**src/include/icache_params.svh**
```systemverilog
// ======================================================================
// Instruction cache geometry and bus widths
// Shared by the fetch and memory bus packages and all cache RTL
// ======================================================================
`ifndef ICACHE_PARAMS_SVH
`define ICACHE_PARAMS_SVH

// Byte address and instruction word
`define ICACHE_ADDR_WIDTH    26
`define ICACHE_DATA_WIDTH    32

// 64 lines of 4 words
`define ICACHE_INDEX_WIDTH   6
`define ICACHE_OFFSET_WIDTH  2

// Tag is what remains above index, offset and byte bits
`define ICACHE_TAG_WIDTH (`ICACHE_ADDR_WIDTH - `ICACHE_INDEX_WIDTH - `ICACHE_OFFSET_WIDTH - 2)

// AXI transaction id
`define AXI_ID_WIDTH         4

`endif

```
**src/hdl/fetch_types_pkg.sv**
```systemverilog
// ======================================================================
// Fetch side types
// Request from the core, response to the core, refill FSM states
// ======================================================================
`include "icache_params.svh"

package fetch_types_pkg;

    // Fetch address from the core
    typedef struct packed {
        logic                            valid;
        logic [`ICACHE_ADDR_WIDTH-1:0]   addr;
    } fetch_req_t;

    // Instruction back to the core
    typedef struct packed {
        logic                            valid;
        logic [`ICACHE_ADDR_WIDTH-1:0]   addr;
        logic [`ICACHE_DATA_WIDTH-1:0]   data;
    } fetch_resp_t;

    // Cache refill FSM
    typedef enum logic [1:0] {
        READY,
        // Burst issued, no beat written yet
        REFILL_REQUEST,
        // Beats arriving, then one re-read cycle
        REFILL_DATA
    } refill_state_e;

endpackage

```
**src/hdl/fetch_pc_stage.sv**
```systemverilog
// ======================================================================
// Fetch address stage
// Registers the fetch request, holds it over a miss and selects the
// index the banks read on the coming edge
// ======================================================================
`timescale 1ns/10ps
`include "icache_params.svh"

module fetch_pc_stage (
    input  logic                              clk,
    input  logic                              rst_n,
    input  fetch_types_pkg::fetch_req_t       i_pc_next,
    input  logic                              i_hit,
    output fetch_types_pkg::fetch_req_t       o_req,
    output logic [`ICACHE_INDEX_WIDTH-1:0]    o_raddr_index
);

    // Index sits above word offset and byte bits
    localparam int IDX_LSB = `ICACHE_OFFSET_WIDTH + 2;

    logic                            req_valid;
    logic [`ICACHE_ADDR_WIDTH-1:0]   req_addr;
    logic                            load;

    // Take a new address when empty or when the current one completes
    assign load = !req_valid || i_hit;

    // Valid bit
    always_ff @(posedge clk)
    begin
        if (!rst_n)
        begin
            req_valid <= 1'b0;
        end
        else if (load)
        begin
            req_valid <= i_pc_next.valid;
        end
    end

    // Address payload
    always_ff @(posedge clk)
    begin
        if (load)
        begin
            req_addr <= i_pc_next.addr;
        end
    end

    assign o_req = '{valid: req_valid, addr: req_addr};

    // Next index on load, else keep re-reading the current line
    // so a freshly refilled line shows up at the bank outputs
    always_comb
    begin
        if (load)
        begin
            o_raddr_index = i_pc_next.addr[IDX_LSB +: `ICACHE_INDEX_WIDTH];
        end
        else
        begin
            o_raddr_index = req_addr[IDX_LSB +: `ICACHE_INDEX_WIDTH];
        end
    end

    // Pending request stays put until the core sees it served
    a_req_held: assert property (@(posedge clk) disable iff (!rst_n)
        o_req.valid && !i_hit |=> $stable(o_req));

endmodule

```
**config.mk**
```make
export PLATFORM = sky130hd
export DESIGN_NAME = fetch_pc_stage
export DESIGN_NICKNAME = d
export VERILOG_FILES = /design/src/hdl/fetch_types_pkg.sv /design/src/hdl/fetch_pc_stage.sv
export VERILOG_INCLUDE_DIRS = /design/src /design/src/include
export SDC_FILE = /design/constraint.sdc
export NUM_CORES = 1
export LEC_CHECK = 0
export ABC_AREA = 0
export CORE_ASPECT_RATIO = 1.75
export CORE_UTILIZATION = 30
export CTS_CLUSTER_SIZE = 28
export DETAILED_ROUTE_END_ITERATION = 8
export DONT_BUFFER_PORTS = 1
export GPL_TIMING_DRIVEN = 0
export HOLD_SLACK_MARGIN = 0.12
export SETUP_SLACK_MARGIN = 0.2
export SYNTH_ARGS = -nofsm -noshare
export SYNTH_HDL_FRONTEND = slang
export SYNTH_SLANG_ARGS = --single-unit
```
**constraint.sdc**
```tcl
create_clock -name clk -period 3.1 [get_ports clk]
set_input_delay 0.155 -clock clk [delete_from_list [all_inputs] [get_ports clk]]
set_output_delay 0.155 -clock clk [all_outputs]
set_load 0.05 [all_outputs]
```
==> impl_metrics.tcl <==
set metrics [dict create \
    synth_seq_area_share_pct 85.68 \
    cts_buffer_depth 2 \
    nets 101 \
    grt_max_degree 27 \
    row_count 26 \
    top_level_ports 63 \
    powerDensity_nw_per_um2 609.0 \
    pwr-share-clk_pct 23.7 \
    grt_util_met3_pct 3.318 \
    wl_per_cell_um 17.12 \
    drive_above_1_share_pct 17.14 \
    track_usage_pct 9.473 \
    cts_root_buf "clkbuf_8" \
    cts.sinks 27 \
    diodes 0 \
    grt_pass1_wl_mm 2.256 \
    vias 474 \
    drt_iter0_drc 16 \
    seqPwrFrac_pct 66.4 \
    status "finished, violations left" \
    firstDrtPassIters 8 \
    synth.distinct_cells 8 \
    cp.arrival_ns 1.55 \
    io_buffers 0 \
    worst_pin_slew_ns 0.9643 \
    postLayoutCoreUtil_pct 44.23 \
    synthCells 38 \
    critPathMaxFanout 26 \
    finalHoldViolCount 0 \
    clk_latency_ns 0.26 \
    cts_tree "built" \
    r2r_slack_ns 1.44 \
    period_share_pct 53.52 \
    die_area_um2 3352 \
    setup_viol 0 \
    fillerInstances 268 \
    rsz0062_at_grt "false" \
    htree_levels 1 \
    first_global_vias 468 \
    relSlewSlack_pct 35.64 \
    fin_crit_ns 1.659 \
    placedCellCount 66 \
    fin_setup_tns_ns 0 \
    sw_frac_of_total_pct 29.16 \
    wl_mm 1.678 \
    endpoint_kind "flip-flop" \
    hp-class "primary input to flip-flop" \
    ant_nets 0 \
    syn-num-nets 68 \
    combPwrFrac_pct 9.8 \
    postCtsSetupBuffers 0 \
    yosysWarnings 0 \
    viasPerCell 4.837 \
    numCtsBuffers 3 \
    p_switching_mw 0.2300 \
    die_height_um 75.84 \
    worst_ir_drop_vdd_mv 0.2667 \
    grt-busiest-layer "met2" \
    grtUsageMet1_pct 8.980 \
    antenna_found_initial 0 \
    cts_resized 0 \
    instances_no_fill 98 \
    cp.required_ns 2.99 \
    internal-power_mw 0.5587 \
    grt_overflow 0 \
    core_region_area_um2 2928 \
    die_w_um 44.20 \
    p_leak_nw 0.4821 \
    clock_skew_ns 0.001587 \
    avgSynthCellArea_um2 24.60 \
    violations "DRC" \
    path_clk_slew_ns 0.08 \
    worstSetupPathType "flip-flop to flip-flop" \
    slew_violations 0 \
    globalplace.congestion 0.5715 \
    drv_cap 0 \
    startpoint_type "flip-flop" \
    area_growth_pct 38.55 \
    grt.met2_usage_pct 17.32 \
    initial_core_util_pct 31.92 \
    synth-seq-cells 27 \
    drc_errors 7 \
    synth_area_um2 934.6 \
    fmax_mhz 602.7 \
]
==> metrics by stage <==
step	worst slack, ns	power (mW)	hold slack [ns]	instance area (um2)
2_1_floorplan	1.658	0.5747	0.2539	934.6
3_3_place_gp	1.474	0.5805	0.2539	969.7
3_5_place_dp	1.437	0.5816	0.2539	969.7
4_1_cts	1.413	0.8011	0.4994	1295
5_1_grt	1.329	0.8181	0.4990	1295
6_report	1.441	0.7887	0.5115	1295
==> sequential cells by signal (all words and copies together) (netlist names) <==
register / count
req_valid: 1
req_addr: 26
==> cells in the final DEF (no fill, tap or decap) <==
master,Yosys,layout
o21a_1,1,1
clkbuf_8,0,3
buf_4,1,1
inv_1,1,1
buf_6,1,1
dlygate4sd3_1,0,28
nor2b_4,1,1
clkbuf_1,0,1
dfxtp_1,1,1
edfxtp_1,26,26
mux2_4,6,6
==> power by group through the flow <==
stage	combinational (mW)	sequential [mW]	clock, mW
final	0.0776	0.524	0.187
after global routing	0.0819	0.527	0.210
after CTS	0.0777	0.524	0.199
after detailed placement	0.0491	0.532	0
after global placement	0.0489	0.532	0
after floorplan	0.0466	0.528	0
==> critical path, stage by stage, from the launching register on <==
cell and delay (ns):
dfxtp_1 0.32, nor2b_4 0.12, buf_6 0.14, inv_1 0.70
==> cell usage after synthesis, drive strengths merged <==
master	instances	area [um2]
buf	2	18.77
dfxtp	1	20.02
edfxtp	26	780.8
inv	1	3.750
mux2	6	90.09
nor2b	1	13.76
o21a	1	7.510
==> path summary, 6_finish.rpt <==
| path | start | end | depth (start not counted) |
|---|---|---|---|
| max reg2reg | req_valid | req_addr[24] | 3 |
| min | i_pc_next[10] | req_addr[10] | 1 |
| max | req_valid | req_addr[24] | 3 |
| min reg2reg | req_valid | req_valid | 4 |
==> per-layer routing <==
metal | part of all wire, % | up-vias | routed length (um)
met5 | 0 | - | 0
met3 | 10 | 2 | 170
met4 | 1.0 | 0 | 17
li1 | - | 207 | -
met2 | 54 | 42 | 911
met1 | 35 | 223 | 580
==> repair_timing <==
action | in CTS | in global routing
hold endpoints to repair | 27 | 0
setup endpoints to repair | 0 | 0
hold buffers | 28 | 0
==> area by class of cell <==
class	count	area, um2	share of cell area [%]
Clock buffer	4	45.04	3.478
Multi-Input combinational cell	8	111.4	8.599
Sequential cell	27	800.8	61.84
Timing Repair Buffer	28	280.3	21.64
Buffer	2	18.77	1.449
Inverter	1	3.754	0.2899
Tap cell	28	35.03	2.705
==> kinds of logic (layout without fill, tap and decap cells) <==
family / count (synthesis) / in the layout / synth area share, %
flops: 27 / 27 / 85.68
mux: 6 / 6 / 9.639
buf+inv: 3 / 35 / 2.409
compound gates: 1 / 1 / 0.8035
simple gates: 1 / 1 / 1.472
Power figures use the tool's default switching activity.
