[src/include/icache_params.svh]
// ======================================================================
// Instruction cache geometry and bus widths
// Shared by the fetch and memory bus packages and all cache RTL
// ======================================================================
`ifndef ICACHE_PARAMS_SVH
`define ICACHE_PARAMS_SVH

// Byte address and instruction word
`define ICACHE_ADDR_WIDTH    26
`define ICACHE_DATA_WIDTH    32

// 64 lines of 4 words
`define ICACHE_INDEX_WIDTH   6
`define ICACHE_OFFSET_WIDTH  2

// Tag is what remains above index, offset and byte bits
`define ICACHE_TAG_WIDTH (`ICACHE_ADDR_WIDTH - `ICACHE_INDEX_WIDTH - `ICACHE_OFFSET_WIDTH - 2)

// AXI transaction id
`define AXI_ID_WIDTH         4

`endif

[src/hdl/mem_bus_pkg.sv]
// ======================================================================
// Memory side types
// AXI read address and read data channels of the line refill
// ======================================================================
`include "icache_params.svh"

package mem_bus_pkg;

    // Read address channel, master to memory
    typedef struct packed {
        logic                            arvalid;
        logic [`ICACHE_ADDR_WIDTH-1:0]   araddr;
        // Beats minus one
        logic [7:0]                      arlen;
        logic [`AXI_ID_WIDTH-1:0]        arid;
    } axi_ar_t;

    // Read data channel, memory to master
    typedef struct packed {
        logic                            rvalid;
        logic [`ICACHE_DATA_WIDTH-1:0]   rdata;
        logic                            rlast;
        logic [`AXI_ID_WIDTH-1:0]        rid;
    } axi_r_t;

endpackage

[src/hdl/refill_master.sv]
// ======================================================================
// Line refill master
// Issues one AXI read burst per miss and turns the returning beats
// into word write strobes for the cache banks
// ======================================================================
`timescale 1ns/10ps
`include "icache_params.svh"

module refill_master (
    input  logic                                              clk,
    input  logic                                              rst_n,
    input  logic                                              i_start,
    input  logic [`ICACHE_TAG_WIDTH+`ICACHE_INDEX_WIDTH-1:0]  i_line_addr,
    input  logic                                              i_ar_ready,
    input  mem_bus_pkg::axi_r_t                               i_r,
    output mem_bus_pkg::axi_ar_t                              o_ar,
    output logic                                              o_r_ready,
    output logic                                              o_word_we,
    output logic [`ICACHE_OFFSET_WIDTH-1:0]                   o_word_sel,
    output logic [`ICACHE_DATA_WIDTH-1:0]                     o_word_data,
    output logic                                              o_last_word
);

    localparam int LINE_WORDS = 1 << `ICACHE_OFFSET_WIDTH;
    localparam logic [`AXI_ID_WIDTH-1:0] REFILL_ID = '0;

    logic [`ICACHE_TAG_WIDTH+`ICACHE_INDEX_WIDTH-1:0] line_addr_q;
    logic                                             ar_valid;
    logic                                             busy;
    logic [`ICACHE_OFFSET_WIDTH-1:0]                  beat_cnt;
    logic                                             beat;

    // Beat of our burst
    assign beat = busy && i_r.rvalid && (i_r.rid == REFILL_ID);

    // Line address, latched at start
    always_ff @(posedge clk)
    begin
        if (i_start)
        begin
            line_addr_q <= i_line_addr;
        end
    end

    always_ff @(posedge clk)
    begin
        if (!rst_n)
        begin
            ar_valid <= 1'b0;
            busy     <= 1'b0;
            beat_cnt <= '0;
        end
        else if (i_start)
        begin
            ar_valid <= 1'b1;
            busy     <= 1'b1;
            beat_cnt <= '0;
        end
        else
        begin
            // Address phase ends on handshake
            if (ar_valid && i_ar_ready)
            begin
                ar_valid <= 1'b0;
            end
            if (beat)
            begin
                beat_cnt <= beat_cnt + 1'b1;
                if (beat_cnt == `ICACHE_OFFSET_WIDTH'(LINE_WORDS - 1))
                begin
                    busy <= 1'b0;
                end
            end
        end
    end

    // Line-aligned address, full line burst
    assign o_ar = '{arvalid: ar_valid,
                    araddr:  {line_addr_q, {(`ICACHE_OFFSET_WIDTH + 2){1'b0}}},
                    arlen:   8'(LINE_WORDS - 1),
                    arid:    REFILL_ID};

    // Data always accepted
    assign o_r_ready = 1'b1;

    // Beats arrive in word order
    assign o_word_we   = beat;
    assign o_word_sel  = beat_cnt;
    assign o_word_data = i_r.rdata;
    assign o_last_word = beat && (beat_cnt == `ICACHE_OFFSET_WIDTH'(LINE_WORDS - 1));

    // Memory marks the final beat where the count expects it
    a_rlast_count: assert property (@(posedge clk) disable iff (!rst_n)
        beat |-> (i_r.rlast == (beat_cnt == `ICACHE_OFFSET_WIDTH'(LINE_WORDS - 1))));

    // Cache core waits for the previous refill before the next miss
    a_start_idle: assert property (@(posedge clk) disable iff (!rst_n)
        i_start |-> !busy);

endmodule

[config.mk]
export PLATFORM = sky130hd
export DESIGN_NAME = refill_master
export DESIGN_NICKNAME = d
export VERILOG_FILES = /design/src/hdl/mem_bus_pkg.sv /design/src/hdl/refill_master.sv
export VERILOG_INCLUDE_DIRS = /design/src /design/src/include
export SDC_FILE = /design/constraint.sdc
export NUM_CORES = 1
export LEC_CHECK = 0
export BUFFER_PORTS_ARGS = -buffer_cell sky130_fd_sc_hd__buf_2
export CAP_MARGIN = 20
export CORE_ASPECT_RATIO = 0.7
export CORE_UTILIZATION = 33
export CTS_CLUSTER_DIAMETER = 120
export DETAILED_ROUTE_END_ITERATION = 7
export PLACE_DENSITY = 0.79
export SYNTH_ARGS = -nofsm -noshare
export SYNTH_HDL_FRONTEND = slang
export SYNTH_SLANG_ARGS = --single-unit
export TNS_END_PERCENT = 20
[constraint.sdc]
create_clock -name clk -period 1.1 [get_ports clk]
set_input_delay 0.165 -clock clk [delete_from_list [all_inputs] [get_ports clk]]
set_output_delay 0.165 -clock clk [all_outputs]
set_load 0.005 [all_outputs]
==> summary.txt <==
Clocking
  – CTS tree: done
  – Clock slew at reported path FFs: 80 ps
  – # H-tree levels: 1
  – Clock Sinks: 26
  – CTS max path bufs: 2
  – Worst-skew pair later-pin latency: 260 ps
  – TritonCTS buffer count: 3
  – Root Buffer: clkbuf_8

Synth
  – Seq cells post-synth: 26
  – Number of distinct library cells after synthesis: 19
  – Simple-gate share of the synthesized area: 5.657%
  – Cell Area, Synth: 1239 um2
  – Seq/Total Area, Yosys: 59.80%
  – YS warnings: 0
  – Post-synthesis compound-gate area fraction: 2.323%
  – Post-Syn Instances: 95
  – Synth Area per Inst: 13.04 um2
  – Largest family of logic cells by synthesized area: buffers and inverters
  – Post-synthesis mux area share: 0%
  – Post-Synth XOR/XNOR Area: 0%
  – Adder-Cell Fraction of Synth Area: 1.010%

Outcome
  – Outcome: complete, but fails checks
  – Failing checks: setup timing

Global routing
  – Largest net degree at the start of global routing: 15
  – Grt total ovfl: 0
  – First-pass GRT wire length: 3001 um
  – Antenna violations before repair: 0
  – Total track usage: 10.59%
  – Vias in the first global route: 621

Die
  – Die ar.: 4006 um2
  – Core box area: 3558 um2
  – # IOs: 140
  – Initial core utilization: 34.81%
  – Site Rows: 18
  – Die height: 53.26 um
  – Die X: 75.23 um

Timing
  – Part of the cycle the worst path needs: 115.5%
  – Max Freq: 0.7871 GHz
  – TNS Setup: -314.4 ps
  – Setup Skew: 0.01177 ps
  – Fin crit period: 1270 ps
  – Final WS setup: -170.5 ps
  – Unrepaired setup endpoints after global routing: true
  – WHS: 72.51 ps
  – Final hold vios: 0
  – Setup violators final: 2
  – Pins Over Slew Limit: 0

Power and ir drop
  – PnR Total Power: 1.868 mW
  – Peak supply drop: 501.7 uV
  – LEAKAGE: 0.6323 nW
  – PD cells: 1363 nW/um2

Layout
  – Nets: 192
  – Design Area, Final: 1370 um2
  – Synth-to-layout area growth: 10.61%
  – Commonest non-fill, non-tap cells in the layout: buf_2, edfxtp_1, conb_1, buf_4, clkbuf_8
  – Fraction of layout cells with a size suffix above 1: 55.56%
  – ANT cells: 0
  – Most common cell after layout, fill and taps aside: buf_2

Drt
  – Initial DRC count: 12
  – Vias per inst: 3.983
  – Final wirelength: 2325 um
  – Post-route ant nets: 0
  – Via count: 701
  – DRC: 0
  – Wirelength per Cell: 13.21 um
  – Pre-antenna DRT Iters: 6

Worst setup path
  – CP max-delay cell: dfxtp_2
  – WP data arrival: 1110 ps
  – CP Buf/Inv Count: 1
  – Slowest stage delay, CP: 340 ps
  – CP max FO: 3
  – Critical Path RT: 940 ps
  – CP endpoint kind: primary output
  – CP Class: flop to primary output
  – Critical path launch point type: flop
  – Worst path cell trace: and4bb_4 -> and3_4 -> buf_6
  – Top delay family on crit path: simple AND/OR/NAND/NOR gates

Min path
  – Hold crit path type: primary input to flop

Placed design
  – PortBufs: 57
  – DP Area: 1290 um2
  – Global placement routability congestion: 0.7232
  – Post-placement worst setup slack: 72.67 ps

Job
  – Total of max-cap violations: 0
==> where the power goes <==
group	switching (mW)	internal, mW	leakage (nW)
sequential	0.0168	1.14	0.249
combinational	0.0854	0.0946	0.360
clock	0.277	0.249	0.0231
==> worst register-to-register path, cell delays in order (launching register included) <==
cell and delay [ps]:
dfxtp_2 340, and4bb_4 240, and2_4 150, buf_4 110, a31oi_1 70
==> cell families after synthesis <==
family | Yosys count
adder cells (fa/ha/maj) | 1
AO/OA/AOI/OAI | 5
AND/OR/NAND/NOR | 10
other | 2
flip-flops | 26
buffers and inverters | 51
==> sequential cells by signal, summed over array words and instances (netlist names) <==
signal,flops
ar_valid,1
busy,1
line_addr_q,22
o_word_sel,2
==> routing by layer <==
layer	share of wire, %	GRT usage [%]	up-vias	routed length, um
met2	52	17.57	70	1204
met3	15	6.476	4	343
met1	33	10.61	314	757
li1	-	-	313	-
met4	0.90	4.938	0	21
met5	0	0	-	0
==> layout make-up <==
class                   count  area (um2)
multi-input cells          33       180.2
fillers                   375        2188
repair buffers             62       335.3
clock inverters             1       3.754
well taps                  50       62.56
clock buffers               3       41.29
flip-flops and latches     26       743.2
inverters                   1       3.754
==> synthesized netlist by cell type <==
cell	n	share of area, %
ha_1	1	1.0
and3_1	1	0.51
and2_4	1	0.71
nor2b_1	1	0.51
o21ai_0	1	0.40
and4bb_4	1	1.3
inv_1	1	0.30
nand2_1	2	0.61
nand4b_1	1	0.71
edfxtp_1	22	53
a21boi_1	1	0.61
o21ai_1	2	0.81
a31oi_1	1	0.51
conb_1	2	0.61
nor2_1	1	0.30
nand4_1	1	0.51
dfxtp_1	4	6.5
buf_4	50	30
nand2b_1	1	0.51
==> path summary, 6_finish.rpt <==
| check | start | end | slack [ps] | cells after the start |
|---|---|---|---|---|
| worst max-delay path | busy | o_last_word | -170 | 3 |
| worst min register to register | o_word_sel[1] | o_word_sel[1] | 470 | 2 |
| worst min-delay path | i_line_addr[14] | line_addr_q[14] | 70 | 1 |
| worst max register to register | busy | busy | 80 | 4 |
==> per-stage QoR <==
step | instances | utilization [%]
floorplan | 110 | -
global placement | 170 | 36.25
detailed placement | 170 | 36.25
CTS | 176 | 38.19
global route | 176 | 38.50
finish | 176 | 38.50
==> what timing repair did <==
action	in CTS	in global routing
gates resized for setup	3	2
buffers inserted	2	0
hold buffers	0	0
endpoints found under the setup margin	2	2
No activity file was read; power rests on OpenSTA's default activity.
